`src/rtl/mips_pkg.sv`:
```
package mips_pkg;

	localparam int XLEN       = 32;	// Data word width
	localparam int REG_ADDR_W = 5;	// Register index width

	// Primary opcode field, instruction[31:26]
	typedef enum logic [5:0] {
		op_r_type = 6'h00,	// Decoded further by funct
		op_beq    = 6'h04,
		op_bne    = 6'h05,
		op_addiu  = 6'h09,
		op_slti   = 6'h0a,
		op_andi   = 6'h0c,
		op_ori    = 6'h0d,
		op_xori   = 6'h0e,
		op_lui    = 6'h0f,
		op_lw     = 6'h23,
		op_sw     = 6'h2b
	} opcode_e;

	// R-type function field, instruction[5:0]
	typedef enum logic [5:0] {
		fn_mfhi  = 6'h10,
		fn_mflo  = 6'h12,
		fn_mult  = 6'h18,
		fn_multu = 6'h19,
		fn_div   = 6'h1a,
		fn_divu  = 6'h1b,
		fn_addu  = 6'h21,
		fn_subu  = 6'h23,
		fn_and   = 6'h24,
		fn_or    = 6'h25,
		fn_xor   = 6'h26,
		fn_slt   = 6'h2a,
		fn_sltu  = 6'h2b
	} funct_e;

	typedef enum logic [3:0] {
		alu_add,
		alu_sub,
		alu_and,
		alu_or,
		alu_xor,
		alu_slt,
		alu_sltu,
		alu_lui
	} alu_op_e;

	// Five codes, so three bits
	typedef enum logic [2:0] {
		hilo_none,
		hilo_mult,
		hilo_multu,
		hilo_div,
		hilo_divu
	} hilo_op_e;

endpackage

```
`src/rtl/control_unit.sv`:
```
`timescale 1ns/1ps

module control_unit import mips_pkg::*; (
	input  logic [XLEN-1:0] instruction,
	output logic            reg_write,
	output logic            mem_to_reg,
	output logic            mem_write,
	output logic            alu_src_imm,
	output logic            zero_extend,
	output logic            reg_dst_rd,
	output logic            branch,
	output logic            branch_ne,
	output logic            hilo_read,
	output logic            hilo_select_hi,
	output alu_op_e         alu_op,
	output hilo_op_e        hilo_op,
	output logic            illegal
);

	opcode_e opcode;
	funct_e  funct;

	assign opcode = opcode_e'(instruction[31:26]);	// Unknown codes fall to default
	assign funct  = funct_e'(instruction[5:0]);

	always_comb begin
		reg_write      = 1'b0;	// Safe no-op defaults
		mem_to_reg     = 1'b0;
		mem_write      = 1'b0;
		alu_src_imm    = 1'b0;
		zero_extend    = 1'b0;
		reg_dst_rd     = 1'b0;
		branch         = 1'b0;
		branch_ne      = 1'b0;
		hilo_read      = 1'b0;
		hilo_select_hi = 1'b0;
		alu_op         = alu_add;
		hilo_op        = hilo_none;
		illegal        = 1'b0;
		case (opcode)
			op_r_type: begin
				reg_write  = 1'b1;	// Most R-types write rd
				reg_dst_rd = 1'b1;
				case (funct)
					fn_addu: alu_op = alu_add;
					fn_subu: alu_op = alu_sub;
					fn_and:  alu_op = alu_and;
					fn_or:   alu_op = alu_or;
					fn_xor:  alu_op = alu_xor;
					fn_slt:  alu_op = alu_slt;
					fn_sltu: alu_op = alu_sltu;
					fn_mfhi: begin
						hilo_read      = 1'b1;
						hilo_select_hi = 1'b1;
					end
					fn_mflo: hilo_read = 1'b1;
					// HI/LO writers leave the register file alone
					fn_mult: begin
						reg_write = 1'b0;
						hilo_op   = hilo_mult;
					end
					fn_multu: begin
						reg_write = 1'b0;
						hilo_op   = hilo_multu;
					end
					fn_div: begin
						reg_write = 1'b0;
						hilo_op   = hilo_div;
					end
					fn_divu: begin
						reg_write = 1'b0;
						hilo_op   = hilo_divu;
					end
					default: begin
						reg_write = 1'b0;	// Unknown funct
						illegal   = 1'b1;
					end
				endcase
			end
			op_addiu: begin
				reg_write   = 1'b1;
				alu_src_imm = 1'b1;
			end
			op_slti: begin
				reg_write   = 1'b1;
				alu_src_imm = 1'b1;
				alu_op      = alu_slt;
			end
			op_andi, op_ori, op_xori, op_lui: begin
				reg_write   = 1'b1;
				alu_src_imm = 1'b1;
				zero_extend = 1'b1;	// Logic immediates are unsigned
				alu_op      = (opcode == op_andi) ? alu_and :
				              (opcode == op_ori)  ? alu_or  :
				              (opcode == op_xori) ? alu_xor : alu_lui;
			end
			op_lw: begin
				reg_write   = 1'b1;
				mem_to_reg  = 1'b1;
				alu_src_imm = 1'b1;	// Base plus offset
			end
			op_sw: begin
				mem_write   = 1'b1;
				alu_src_imm = 1'b1;
			end
			op_beq, op_bne: begin
				branch    = 1'b1;
				branch_ne = (opcode == op_bne);
				alu_op    = alu_sub;	// Compare through zero flag
			end
			default: illegal = 1'b1;	// Unknown opcode
		endcase
	end

	// Illegal decode must be a true no-op
	a_illegal_no_write: assert final (!illegal || !(reg_write || mem_write || branch
		|| hilo_op != hilo_none));
	a_single_writer: assert final (!(reg_write && mem_write));

endmodule

```
`config.mk`:
```
export PLATFORM = sky130hd
export DESIGN_NAME = control_unit
export DESIGN_NICKNAME = d
export VERILOG_FILES = /design/src/rtl/mips_pkg.sv /design/src/rtl/control_unit.sv
export SDC_FILE = /design/constraint.sdc
export NUM_CORES = 1
export LEC_CHECK = 0
export ABC_AREA = 1
export BUFFER_PORTS_ARGS = -buffer_cell sky130_fd_sc_hd__buf_2
export CAP_MARGIN = 15
export CORE_MARGIN = 4
export CORE_UTILIZATION = 33
export DETAILED_ROUTE_END_ITERATION = 6
export PLACE_DENSITY_LB_ADDON = 0.12
export SYNTH_ARGS = -nofsm -noshare
export SYNTH_HDL_FRONTEND = slang
export SYNTH_SLANG_ARGS = --single-unit
```
`constraint.sdc`:
```
create_clock -name vclk -period 0.8
set_input_delay 0.08 -clock vclk [all_inputs]
set_output_delay 0.08 -clock vclk [all_outputs]
set_load 0.01 [all_outputs]
```
==> out/results.tsv <==
metric	value	unit
max_clock_freq	961	MHz
path_class	in2out	
overflow	0	
syn_area	450	um2
n_sequential_cell	0	
post-route-drc-count	0	
fin_ws	-0.241	ns
final_cell_mix	buf_2 (17), buf_4 (16), nand2_1 (15), inv_1 (10)	
holdCritPathClass	in2out	
yosysWarnings	0	
worst_hold_slack	0.449	ns
maxCapViolations	0	
area_growth	111	%
ir_worst_vdd	0.229	mV
crit_start	instruction[31]	
power_leakage	0.527	nW
dpl_worst_slack	-0.250	ns
required	0.72	ns
post-place-cells	148	
ys_seq_area_share	0	%
drive_gt1_share	65.2	%
die_w	44.9	um
ios	50	
finalCritPeriodShare	130	%
wl_met2	956	um
post-route-min-period	1.04	ns
final_hold_viol_count	0	
wl	1730	um
setup_viol	16	
dieArea	2020	um2
power.density	378	nW/um2
rows	13	
place.gp.congestion	0.817	
synth.avg_cell_area	4.84	um2
synth_cell_types	18	
rsz0062_at_grt	yes	
viasPerCell	4.87	
route.met3.wl	94	um
grt_pass1_wl	2620	um
status	complete, but fails checks	
firstDrtPassIters	4	
drtAntennaViolNets	0	
start_util	34.6	%
n_antenna_cell	0	
stdcell_count	153	
dp_hpwl	1140	um
top_layer_used	met4	
netlist_instances	93	
die_y	44.9	um
violations	negative setup slack	
worstSetupStartpointType	input pin	
cp_data_arrival_time	0.96	ns
portBuffers	29	
antenna_found_initial	0	
endpoint_kind	output pin	
dr_total_vias	745	
slew_viol_final	0	
seq_area	0	um2
crit_fanout	5	
fin_util	73.0	%
drt-met1-wl	656	um
grt_pass1_vias	660	
final_common_cell	buf_2	
grt_max_degree	9	
clock_buffers	0	
core_area	1300	um2
power.total	359	uW
cp-endpoint	illegal	
wl_per_cell	11.3	um
syn-num-nets	125	
track_usage	16.2	%
num-nets-final	172	
dr.first_iter.drc_count	8	
[through the flow]
step                setup TNS [ns]  area, um2
finish                       -2.57        950
CTS                          -2.02        866
global route                 -3.74        950
detailed placement           -2.39        697
floorplan                        0        450
global placement             -2.21        697
[cells by family (layout without fill, tap and decap cells)]
logic type | count (synthesis) | count (layout) | share of synthesized area (%)
AOI/OAI and AO/OA | 5 | 5 | 5.83
buffers and inverters | 21 | 66 | 18.3
other | 1 | 1 | 0.833
and+or+nand+nor | 66 | 66 | 75.0
[critical path: stages]
cell and delay (ns):
buf_8 0.10, nor2_4 0.19, nand4_1 0.20, inv_2 0.13, nor3_2 0.04, nand2_1 0.05
nand2_1 0.04, buf_2 0.13
[cell usage after synthesis]
library cell   n  area (um2)
nor2_4         3        33.8
a21oi_1        1        5.00
inv_2          3        11.3
nand3_2        2        20.0
nor3_1         4        20.0
nor2_2         5        31.3
buf_4          1        7.51
nand2_1       21        78.8
nor2_1        13        48.8
nor3_2         2        20.0
a31oi_1        1        6.26
inv_1         17        63.8
nand3_1       13        65.1
nand3b_1       1        7.51
o21ai_0        3        15.0
nand4_1        1        6.26
conb_1         1        3.75
and2_1         1        6.26
[area by class of cell]
class                      count  area, um2
tap                           15       18.8
timing repair buffer          46        363
fill                         120        352
multi-input combinational     72        485
inverter                      20       82.6
[per-layer routing]
metal | GRT usage, % | vias to the layer above
li1 | - | 381
met1 | 21.4 | 336
met2 | 29.1 | 24
met3 | 0.797 | 4
met4 | 2.34 | 0
met5 | 0 | -
[worst min path at each step]
stage	cells past startpoint	startpoint	end
after floorplan	1	instruction[0]	hilo_op[0]
after global placement	3	instruction[1]	hilo_select_hi
after detailed placement	3	instruction[1]	hilo_select_hi
after CTS	3	instruction[1]	hilo_select_hi
after global routing	3	instruction[1]	hilo_select_hi
final	3	instruction[1]	hilo_select_hi
[power by group]
| group | switching [mW] | leakage, nW | internal [mW] |
|---|---|---|---|
| Clock | 0 | 0 | 0 |
| Sequential | 0 | 0 | 0 |
| Combinational | 0.192 | 0.527 | 0.168 |
| Total | 0.192 | 0.527 | 0.168 |
[what timing repair did]
item                       CTS  global route
buffers inserted             2             4
pin swaps                   17            11
setup endpoints to repair   17            17
hold buffers                 0             0
resized for setup           44            21
Note: power is estimated with default switching activity, not from simulation.
