===== src/rtl/mips_pkg.sv =====
package mips_pkg;

	localparam int XLEN       = 32;	// Data word width
	localparam int REG_ADDR_W = 5;	// Register index width

	// Primary opcode field, instruction[31:26]
	typedef enum logic [5:0] {
		op_r_type = 6'h00,	// Decoded further by funct
		op_beq    = 6'h04,
		op_bne    = 6'h05,
		op_addiu  = 6'h09,
		op_slti   = 6'h0a,
		op_andi   = 6'h0c,
		op_ori    = 6'h0d,
		op_xori   = 6'h0e,
		op_lui    = 6'h0f,
		op_lw     = 6'h23,
		op_sw     = 6'h2b
	} opcode_e;

	// R-type function field, instruction[5:0]
	typedef enum logic [5:0] {
		fn_mfhi  = 6'h10,
		fn_mflo  = 6'h12,
		fn_mult  = 6'h18,
		fn_multu = 6'h19,
		fn_div   = 6'h1a,
		fn_divu  = 6'h1b,
		fn_addu  = 6'h21,
		fn_subu  = 6'h23,
		fn_and   = 6'h24,
		fn_or    = 6'h25,
		fn_xor   = 6'h26,
		fn_slt   = 6'h2a,
		fn_sltu  = 6'h2b
	} funct_e;

	typedef enum logic [3:0] {
		alu_add,
		alu_sub,
		alu_and,
		alu_or,
		alu_xor,
		alu_slt,
		alu_sltu,
		alu_lui
	} alu_op_e;

	// Five codes, so three bits
	typedef enum logic [2:0] {
		hilo_none,
		hilo_mult,
		hilo_multu,
		hilo_div,
		hilo_divu
	} hilo_op_e;

endpackage


===== src/rtl/alu.sv =====
`timescale 1ns/1ps

module alu import mips_pkg::*; (
	input  logic [XLEN-1:0] a,
	input  logic [XLEN-1:0] b,
	input  alu_op_e         alu_op,
	output logic [XLEN-1:0] result,
	output logic            zero
);

	logic [XLEN-1:0] sum;
	logic [XLEN-1:0] diff;
	logic            lt_signed;
	logic            lt_unsigned;

	assign sum         = a + b;	// No overflow trap
	assign diff        = a - b;
	assign lt_signed   = $signed(a) < $signed(b);
	assign lt_unsigned = a < b;

	always_comb begin
		case (alu_op)
			alu_add:  result = sum;
			alu_sub:  result = diff;
			alu_and:  result = a & b;
			alu_or:   result = a | b;
			alu_xor:  result = a ^ b;
			alu_slt:  result = {{(XLEN-1){1'b0}}, lt_signed};
			alu_sltu: result = {{(XLEN-1){1'b0}}, lt_unsigned};
			alu_lui:  result = {b[15:0], 16'h0000};	// Immediate to upper half
			default:  result = sum;
		endcase
	end

	assign zero = (result == '0);	// Branch compare uses sub

endmodule


===== config.mk =====
export PLATFORM = sky130hd
export DESIGN_NAME = alu
export DESIGN_NICKNAME = d
export VERILOG_FILES = /design/src/rtl/mips_pkg.sv /design/src/rtl/alu.sv
export SDC_FILE = /design/constraint.sdc
export NUM_CORES = 1
export LEC_CHECK = 0
export ABC_CLOCK_PERIOD_IN_PS = 4600
export BUFFER_PORTS_ARGS = -buffer_cell sky130_fd_sc_hd__clkbuf_2
export CORE_MARGIN = 2
export CORE_UTILIZATION = 40
export DETAILED_ROUTE_END_ITERATION = 16
export PLACE_DENSITY_LB_ADDON = 0.12
export SKIP_LAST_GASP = 1
export SLEW_MARGIN = 20
export SYNTH_ARGS = -nofsm -noshare
export SYNTH_HDL_FRONTEND = slang
export SYNTH_SLANG_ARGS = --single-unit

===== constraint.sdc =====
create_clock -name vclk -period 4.6
set_clock_uncertainty 0.05 [all_clocks]
set_input_delay 0.46 -clock vclk [all_inputs]
set_output_delay 0.46 -clock vclk [all_outputs]
set_load 0.02 [all_outputs]

==> flow_summary.toml, run 1 <==
[finish]
layout.clock_buffers = 0
final_common_cell = "sky130_fd_sc_hd__buf_4"
layout.filler_cells = 1530
layout_common_cells = "sky130_fd_sc_hd__buf_4 (119), sky130_fd_sc_hd__inv_1 (101), sky130_fd_sc_hd__clkbuf_2 (100)"
design.final.nets = 1249
share_of_post_route_cells_with_drive_strength_above_1_pct = 24.79
area_growth_pct = 27.02
nFlopsAndLatches = 0
antennaDiodeCount = 0
layout.area.seq_um2 = 0

[sta]
timing.final.crit_share_pct = 97.70
timing.final.max_slew_violations = 0
hold_violations = 0
timing.fmax_mhz = 222.5
report.final.setup_viol = 0
fin_hold_ws_ns = 1.444
max_slew_margin_pct = 49.03
timing_worst_slew_pin_value_ns = 0.7550
final_period_minus_worst_setup_slack_ns = 4.494

[grt]
grt_use_total_pct = 29.83
grt_busiest_layer = "met2"
first_global_vias = 7101
grt_first_pass_wirelength_um = 37890
grt_max_degree = 29
grt_antenna_before_repair = 0
grt.overflow.total = 0
met1_usage_pct = 37.98
grt_use_met3_pct = 4.124
gr-usage-met2_pct = 50.88

[logic_synthesis]
avgSynthCellArea_um2 = 6.379
post-synth-top-area-fraction_pct = 20.60
yosys.cell_types.count = 83
synthCells = 914
post-synth-top-area-cell = "sky130_fd_sc_hd__ha_1"
synthesis.yosys.warnings = 0
syn_nets = 1080
synth_area_leaders = "sky130_fd_sc_hd__ha_1 (21%), sky130_fd_sc_hd__a21oi_1 (7.0%), sky130_fd_sc_hd__inv_1 (6.5%)"
syn-cell-area_um2 = 5831
synth_sequential_area_ratio_pct = 0

[setup_path]
critPathRequiredTime_ns = 4.09
worst_setup_path_end_kind = "output port"
crit_startpoint = "a[1]"
cp_data_arrival_time_ns = 3.98
nature_of_the_critical_path_startpoint = "input pin"
timing.critical_path.fanout_max = 3
critical_path_endpoint = "zero"
criticalPathCategory = "input pin to output port"

[die]
core_region_area_um2 = 14370
chipHeight_um = 124.7
floorplan.initialDensity_pct = 40.58
die_w_um = 124.7
rows = 44
ios = 101
die-area_um2 = 15560

[power_and_ir_drop]
report.power.total_mw = 1.121
total_leakage_power_nw = 3.641
cellPowerDensity_nw_per_um2 = 151.3
peakVddDrop_v = 0.00008829

[worst_hold_path]
hold_path.class = "input pin to output port"

[cts]
ctsHoldBuffers = 0

[run]
cap_violations = 0

[route]
drt_iter0_markers = 815
routed_wl_per_cell_um = 19.86
final_antenna_net_count = 0
drc_errors = 0
detailed_route_vias_per_instance = 6.138
drt-total-wl_um = 25120
detailedRoute.firstPassIterationCount = 6
num_vias = 7765

[place]
global_placement_routability_congestion = 0.9950
detail_placement_hpwl_um = 20260
number_of_buffers_added_on_ports = 101

[outcome]
status = "finished clean"
-- cell families after synthesis --
kind of cell / count (synthesis) / share of synthesized area [%]
AOI/OAI and AO/OA: 346 / 41.37
xor gates and xnor gates: 4 / 0.6010
adders and majority gates: 98 / 21.29
buffers and inverters: 159 / 11.12
muxes: 5 / 0.8798
and+or+nand+nor: 302 / 24.74
-- cell type report --
type                       instances  area, um2  share of cell area [%]
multi-input combinational        755       5356                   72.33
inverter                         105      394.1                   5.322
tap                              184      230.2                   3.109
timing repair buffer             221       1425                   19.24
-- stage by stage --
step                util, %  std cells  setup TNS, ns  cell area [um2]  worst slack (ns)
floorplan                 -        914              0             5831            0.3816
global placement      50.19       1262              0             7212           0.03189
detailed placement    50.19       1262              0             7212          0.004287
CTS                   50.24       1262              0             7218           0.02529
global route          51.54       1265       -0.09057             7406          -0.09057
finish                51.54       1265              0             7406            0.1058
-- Yosys cell counts, types with 6 or more instances --
master and count:
sky130_fd_sc_hd__a211o_1 12, sky130_fd_sc_hd__a211oi_1 14, sky130_fd_sc_hd__a21o_1 13, sky130_fd_sc_hd__a21oi_1 81
sky130_fd_sc_hd__a221o_1 7, sky130_fd_sc_hd__a221oi_1 13, sky130_fd_sc_hd__a22oi_1 8, sky130_fd_sc_hd__a31oi_1 21
sky130_fd_sc_hd__and2_1 6, sky130_fd_sc_hd__and3_1 8, sky130_fd_sc_hd__buf_2 17, sky130_fd_sc_hd__clkbuf_1 31
sky130_fd_sc_hd__ha_1 96, sky130_fd_sc_hd__inv_1 101, sky130_fd_sc_hd__nand2_1 83, sky130_fd_sc_hd__nand2b_1 9
sky130_fd_sc_hd__nand3_1 23, sky130_fd_sc_hd__nand4_1 11, sky130_fd_sc_hd__nor2_1 88, sky130_fd_sc_hd__nor2b_1 20
sky130_fd_sc_hd__nor3_1 23, sky130_fd_sc_hd__o2111ai_1 8, sky130_fd_sc_hd__o211ai_1 14, sky130_fd_sc_hd__o21ai_0 52
sky130_fd_sc_hd__o21ai_1 9, sky130_fd_sc_hd__o221ai_1 6, sky130_fd_sc_hd__o22ai_1 7, sky130_fd_sc_hd__o31ai_1 14
-- timing repair --
item                                    4_1_cts  5_1_grt
endpoints found under the hold margin         0        0
gates resized for setup                       1       35
buffers inserted                              0        3
endpoints found under the setup margin        1        2
pin swaps                                     0        9
gates cloned                                  0        0
-- routing by layer --
layer / up-vias / part of all wire [%]
li1: 3697 / -
met3: 78 / 8.6
met2: 409 / 45
met1: 3581 / 42
met4: 0 / 4.8
met5: - / 0
-- worst max-delay path, cell delays in order --
cell	delay, ns
sky130_fd_sc_hd__clkbuf_2	0.09
sky130_fd_sc_hd__inv_1	0.08
sky130_fd_sc_hd__ha_1	0.32
sky130_fd_sc_hd__buf_4	0.14
sky130_fd_sc_hd__o21bai_1	0.24
sky130_fd_sc_hd__nand3_1	0.19
sky130_fd_sc_hd__buf_4	0.17
sky130_fd_sc_hd__nand2_1	0.12
sky130_fd_sc_hd__a211oi_2	0.12
sky130_fd_sc_hd__buf_4	0.18
sky130_fd_sc_hd__o311ai_0	0.68
sky130_fd_sc_hd__a21oi_1	0.21
sky130_fd_sc_hd__o2bb2ai_1	0.16
sky130_fd_sc_hd__a211oi_1	0.23
sky130_fd_sc_hd__buf_4	0.18
sky130_fd_sc_hd__nor2_1	0.05
sky130_fd_sc_hd__and4_1	0.20
sky130_fd_sc_hd__buf_6	0.14
-- report_power, final --
group	leakage [nW]	switching [mW]	total (mW)	internal, mW
clock	0	0	0	0
sequential	0	0	0	0
combinational	3.64	0.675	1.12	0.446
-- worst min-delay path by stage --
stage / slack [ns] / startpoint / end / depth (start not counted)
5_1_grt: 1.50 / b[10] / result[26] / 5
4_1_cts: 1.45 / b[10] / result[26] / 5
2_1_floorplan: 1.10 / b[10] / result[26] / 2
6_report: 1.44 / b[10] / result[26] / 5
3_3_place_gp: 1.45 / b[10] / result[26] / 5
3_5_place_dp: 1.45 / b[10] / result[26] / 5
(Power assumes the default switching activity.)
==> inputs of run 2 (changes only) <==
--- a/config.mk
+++ b/config.mk
@@ -10,7 +10,7 @@
 export CORE_MARGIN = 2
 export CORE_UTILIZATION = 40
 export DETAILED_ROUTE_END_ITERATION = 16
-export PLACE_DENSITY_LB_ADDON = 0.12
+export PLACE_DENSITY = 0.67
 export SKIP_LAST_GASP = 1
 export SLEW_MARGIN = 20
 export SYNTH_ARGS = -nofsm -noshare
==> run 2 against run 1 <==
  * Power is 0.28% higher
  * Routed wire length is 2.7% lower
  * Combinational power about the same
  * Global-route usage decreased by 0.65 points
  * First-iteration DRC count up 18%
  * Clock-buffer cell count did not move
  * Non-clock buffer count increased by 6
  * The flow now finishes with violations (setup timing)
  * Worst setup slack lost 0.12 ns
==> flow_summary.toml, run 2 (synthesis results as in run 1) <==
[outcome]
status = "finished with violations"
violations = "setup timing"

[setup_path]
cpMaxStageDelayCell = "sky130_fd_sc_hd__fa_2"
criticalPathCategory = "input pin to output port"
critPathRequiredTime_ns = 4.09
timing.critical_path.fanout_max = 2
worstPathCellList = "clkbuf_2 -> inv_1 -> ha_2 -> fa_2 -> nor3b_1 -> a31oi_1 -> nor3_1 -> a311oi_1 -> a21oi_1 -> or4_1 -> or4_4 -> a2111oi_4 -> nand3b_1 -> nor4_4 -> buf_4 -> and4_1 -> buf_4"
nature_of_the_critical_path_startpoint = "input pin"
critical_path_endpoint = "zero"
crit_startpoint = "a[0]"
timing.critical_path.slowest_cell_delay_ns = 0.52
cp_data_arrival_time_ns = 4.10
worst_setup_path_end_kind = "output port"
critical-path-top-cell-by-count = "sky130_fd_sc_hd__buf_4"

[grt]
grt_first_pass_wirelength_um = 37560
gr-usage-met2_pct = 49.34
grt_antenna_before_repair = 0
first_global_vias = 7274
grt.overflow.total = 0
grt_use_met3_pct = 5.112
grt_busiest_layer = "met2"
met1_usage_pct = 37.39
grt_max_degree = 27
grt_use_total_pct = 29.18

[route]
drt-total-wl_um = 24440
final_antenna_net_count = 0
drt_iter0_markers = 962
drc_errors = 0
detailedRoute.firstPassIterationCount = 6
num_vias = 7953
detailed_route_vias_per_instance = 6.257
routed_wl_per_cell_um = 19.23

[place]
placedCellCount = 1267
detail_placement_hpwl_um = 19730
number_of_buffers_added_on_ports = 101
pre_cts_slack_ns = -0.1278
placed_area_um2 = 7237
global_placement_routability_congestion = 1.013

[finish]
layout.clock_buffers = 0
area_growth_pct = 28.00
layout_common_cells = "sky130_fd_sc_hd__buf_4 (127), sky130_fd_sc_hd__inv_1 (101), sky130_fd_sc_hd__clkbuf_2 (100)"
post-route-cell-area_um2 = 7463
layout.area.seq_um2 = 0
layout.filler_cells = 1469
design.final.nets = 1255
share_of_post_route_cells_with_drive_strength_above_1_pct = 25.85
fin_util_pct = 51.94
multiInputGateArea_um2 = 5385
final_common_cell = "sky130_fd_sc_hd__buf_4"
antennaDiodeCount = 0
non_filler_instance_count_after_layout = 1271
nFlopsAndLatches = 0

[power_and_ir_drop]
power.sequential.fraction_pct = 0
peakVddDrop_v = 0.00009836
cellPowerDensity_nw_per_um2 = 150.6
power.share.combinational_pct = 100.0
switchingPower_uw = 675.9
internal-power_uw = 447.9
total_leakage_power_nw = 3.675
clkPwrFrac_pct = 0
power_switching_share_pct = 60.15

[die]
rows = 44
core_region_area_um2 = 14370
die_w_um = 124.7
ios = 101
chipHeight_um = 124.7
die-area_um2 = 15560
floorplan.initialDensity_pct = 40.58

[sta]
rsz0062_at_grt = "yes"
timing.fmax_mhz = 216.8
timing.final.crit_share_pct = 100.3
final_period_minus_worst_setup_slack_ns = 4.613
timing_worst_slew_pin_value_ns = 0.6737
timing.final.max_slew_violations = 0
finalWorstSetupSlack_ns = -0.01263
max_slew_margin_pct = 54.95
report.final.setup_viol = 1
hold_violations = 0

[cts]
ctsHoldBuffers = 0

[worst_hold_path]
hold_path.class = "input pin to output port"

[run]
cap_violations = 0
==> run 2: how the worst min path moves through the flow <==
| stage | from | end | slack [ns] | depth (start not counted) |
|---|---|---|---|---|
| detailed placement | b[10] | result[26] | 1.37 | 4 |
| global route | b[10] | result[26] | 1.39 | 4 |
| floorplan | b[10] | result[26] | 1.10 | 2 |
| finish | b[10] | result[26] | 1.39 | 4 |
| CTS | b[10] | result[26] | 1.37 | 4 |
| global placement | b[10] | result[26] | 1.37 | 4 |
==> run 2: routing by layer <==
metal / wire [um] / part of all wire, %
met1: 9855 / 40
met2: 10940 / 45
met3: 2571 / 11
met4: 1078 / 4.4
met5: 0 / 0
==> run 2: timing repair <==
item,in CTS,in global routing
gates cloned,0,0
buffers inserted,2,2
endpoints found under the setup margin,1,1
gates resized for setup,10,31
pin swaps,3,12
endpoints found under the hold margin,0,0
==> run 2: per-stage QoR <==
stage / TNS [ns] / hold WS [ns] / total power, mW
after floorplan: 0 / 1.102 / 0.6386
after global placement: -0.1463 / 1.371 / 1.040
after detailed placement: -0.1278 / 1.370 / 1.047
after CTS: 0 / 1.372 / 1.066
after global routing: -0.1405 / 1.390 / 1.203
final: -0.01263 / 1.387 / 1.124
==> run 2: critical path, delay by kind of cell <==
family | cells | cell delay [ns]
and+or+nand+nor | 7 | 1.85
buffers and inverters | 4 | 0.43
AOI/OAI and AO/OA | 4 | 0.63
adders and majority gates | 2 | 0.71
==> run 2: power by group through the flow <==
stage               sequential, mW  clock, mW  combinational, mW
finish                           0          0               1.12
global route                     0          0               1.20
floorplan                        0          0              0.639
CTS                              0          0               1.07
detailed placement               0          0               1.05
global placement                 0          0               1.04
==> run 2: layout make-up <==
class / count / share of cell area [%]
Timing Repair Buffer: 227 / 19.48
Inverter: 105 / 5.281
Multi-Input combinational cell: 755 / 72.15
Tap cell: 184 / 3.085
==> inputs of run 3 (changes only) <==
--- a/config.mk
+++ b/config.mk
@@ -10,7 +10,6 @@
 export CORE_MARGIN = 2
 export CORE_UTILIZATION = 40
 export DETAILED_ROUTE_END_ITERATION = 16
-export PLACE_DENSITY = 0.67
 export SKIP_LAST_GASP = 1
 export SLEW_MARGIN = 20
 export SYNTH_ARGS = -nofsm -noshare
==> run 3 against run 2 <==
  * The flow still finishes with violations (setup timing)
  * Worst setup slack worse by 0.064 ns
  * Final area increased by 1.4%
  * Power increased by 1.5%
  * First-iteration DRC count fell by 7.8%
  * Final cell count is 2.4% higher
  * Clock-buffer cell count did not move
  * Critical path type unchanged
  * Largest power group unchanged
  * Highest routed layer unchanged
==> flow_summary.toml, run 3 (synthesis results as in run 1) <==
[sta]
max_slew_margin_pct = 51.09
timing.final.crit_share_pct = 101.7
timing.final.max_slew_violations = 0
timing_worst_slew_pin_value_ns = 0.7280
hold_violations = 0
finalWorstSetupSlack_ns = -0.07665
timing.fmax_mhz = 213.8
final_period_minus_worst_setup_slack_ns = 4.677
fin_hold_ws_ns = 1.453
rsz0062_at_grt = "yes"
report.final.setup_viol = 1

[setup_path]
cp_data_arrival_time_ns = 4.17
nature_of_the_critical_path_startpoint = "input pin"
worst_setup_path_end_kind = "output port"
criticalPathCategory = "input pin to output port"
critPathRequiredTime_ns = 4.09
timing.critical_path.fanout_max = 3

[worst_hold_path]
min-delay-start = "b[10]"
hold_path.class = "input pin to output port"
hold_path_sink = "result[26]"
min_delay_path_depth = 5

[power_and_ir_drop]
cellPowerDensity_nw_per_um2 = 150.7
peakVddDrop_v = 0.00008786
report.power.total_mw = 1.140
total_leakage_power_nw = 3.803

[finish]
antennaDiodeCount = 0
layout_common_cells = "sky130_fd_sc_hd__buf_4 (157), sky130_fd_sc_hd__inv_1 (101), sky130_fd_sc_hd__clkbuf_2 (100)"
share_of_post_route_cells_with_drive_strength_above_1_pct = 25.94
area_growth_pct = 29.76
layout.clock_buffers = 0
final_common_cell = "sky130_fd_sc_hd__buf_4"
post-route-cell-area_um2 = 7566
multiInputGateArea_um2 = 5255
nFlopsAndLatches = 0
layout.area.seq_um2 = 0
design.final.nets = 1286
layout.filler_cells = 1517

[place]
detail_placement_hpwl_um = 20460
number_of_buffers_added_on_ports = 101
global_placement_routability_congestion = 1.004
placed_area_um2 = 7485

[die]
rows = 44
core_region_area_um2 = 14370
chipHeight_um = 124.7
die-area_um2 = 15560
ios = 101
die_w_um = 124.7
floorplan.initialDensity_pct = 40.58

[route]
final_antenna_net_count = 0
detailed_route_vias_per_instance = 6.070
num_vias = 7903
drc_errors = 0
drt-total-wl_um = 24720
routed_wl_per_cell_um = 18.99
drt_iter0_markers = 887
detailedRoute.firstPassIterationCount = 6

[grt]
grt.overflow.total = 0
grt_max_degree = 28
first_global_vias = 7366
grt_use_total_pct = 30.28
grt_antenna_before_repair = 0
grt_first_pass_wirelength_um = 38680

[outcome]
status = "finished with violations"
violations = "setup timing"

[run]
cap_violations = 0
==> run 3: area by class of cell <==
class                           count  area share (%)
Multi-Input combinational cell    755           69.46
Timing Repair Buffer              258           22.29
Inverter                          105           5.209
Tap cell                          184           3.043
==> run 3: critical path: stages <==
cell and delay, ns:
sky130_fd_sc_hd__clkbuf_2 0.09, sky130_fd_sc_hd__inv_1 0.05, sky130_fd_sc_hd__ha_1 0.23, sky130_fd_sc_hd__fa_2 0.41, sky130_fd_sc_hd__nor2_4 0.13, sky130_fd_sc_hd__o311ai_2 0.14, sky130_fd_sc_hd__a2111oi_4 0.50, sky130_fd_sc_hd__o21ai_2 0.17
sky130_fd_sc_hd__a31oi_2 0.25, sky130_fd_sc_hd__and3_1 0.19, sky130_fd_sc_hd__o31a_1 0.14, sky130_fd_sc_hd__or3b_1 0.35, sky130_fd_sc_hd__a31o_1 0.25, sky130_fd_sc_hd__nor4_2 0.29, sky130_fd_sc_hd__buf_4 0.15, sky130_fd_sc_hd__and4_1 0.20
sky130_fd_sc_hd__clkbuf_4 0.17
==> run 3: power breakdown <==
group	switching [mW]	internal [mW]	total, mW
combinational	0.671	0.469	1.14
sequential	0	0	0
clock	0	0	0
==> run 3: timing repair <==
item / 4_1_cts / 5_1_grt
gates cloned: 0 / 0
setup endpoints to repair: 1 / 1
setup buffers: 2 / 0
pin swaps: 5 / 1
hold buffers: 0 / 0
gates resized for setup: 10 / 4
==> run 3: how the worst max path moves through the flow <==
| stage | startpoint | to |
|---|---|---|
| global placement | a[0] | zero |
| detailed placement | a[0] | zero |
| CTS | b[4] | zero |
| finish | a[0] | zero |
| global route | a[0] | zero |
| floorplan | a[0] | zero |
==> run 3: through the flow <==
stage	TNS (ns)	setup WS [ns]	util, %	cells
floorplan	0	0.3816	-	914
CTS	0	0.000004885	52.51	1302
finish	-0.07665	-0.07665	52.66	1302
detailed placement	-0.09810	-0.09810	52.09	1300
global placement	-0.09501	-0.09501	52.09	1300
global route	-0.2062	-0.2062	52.66	1302
==> run 3: metal layers <==
layer / part of all wire (%) / GRT usage, %
met4: 4.7 / 12.23
met1: 41 / 38.94
met5: 0 / 0
met3: 11 / 6.916
met2: 44 / 48.79
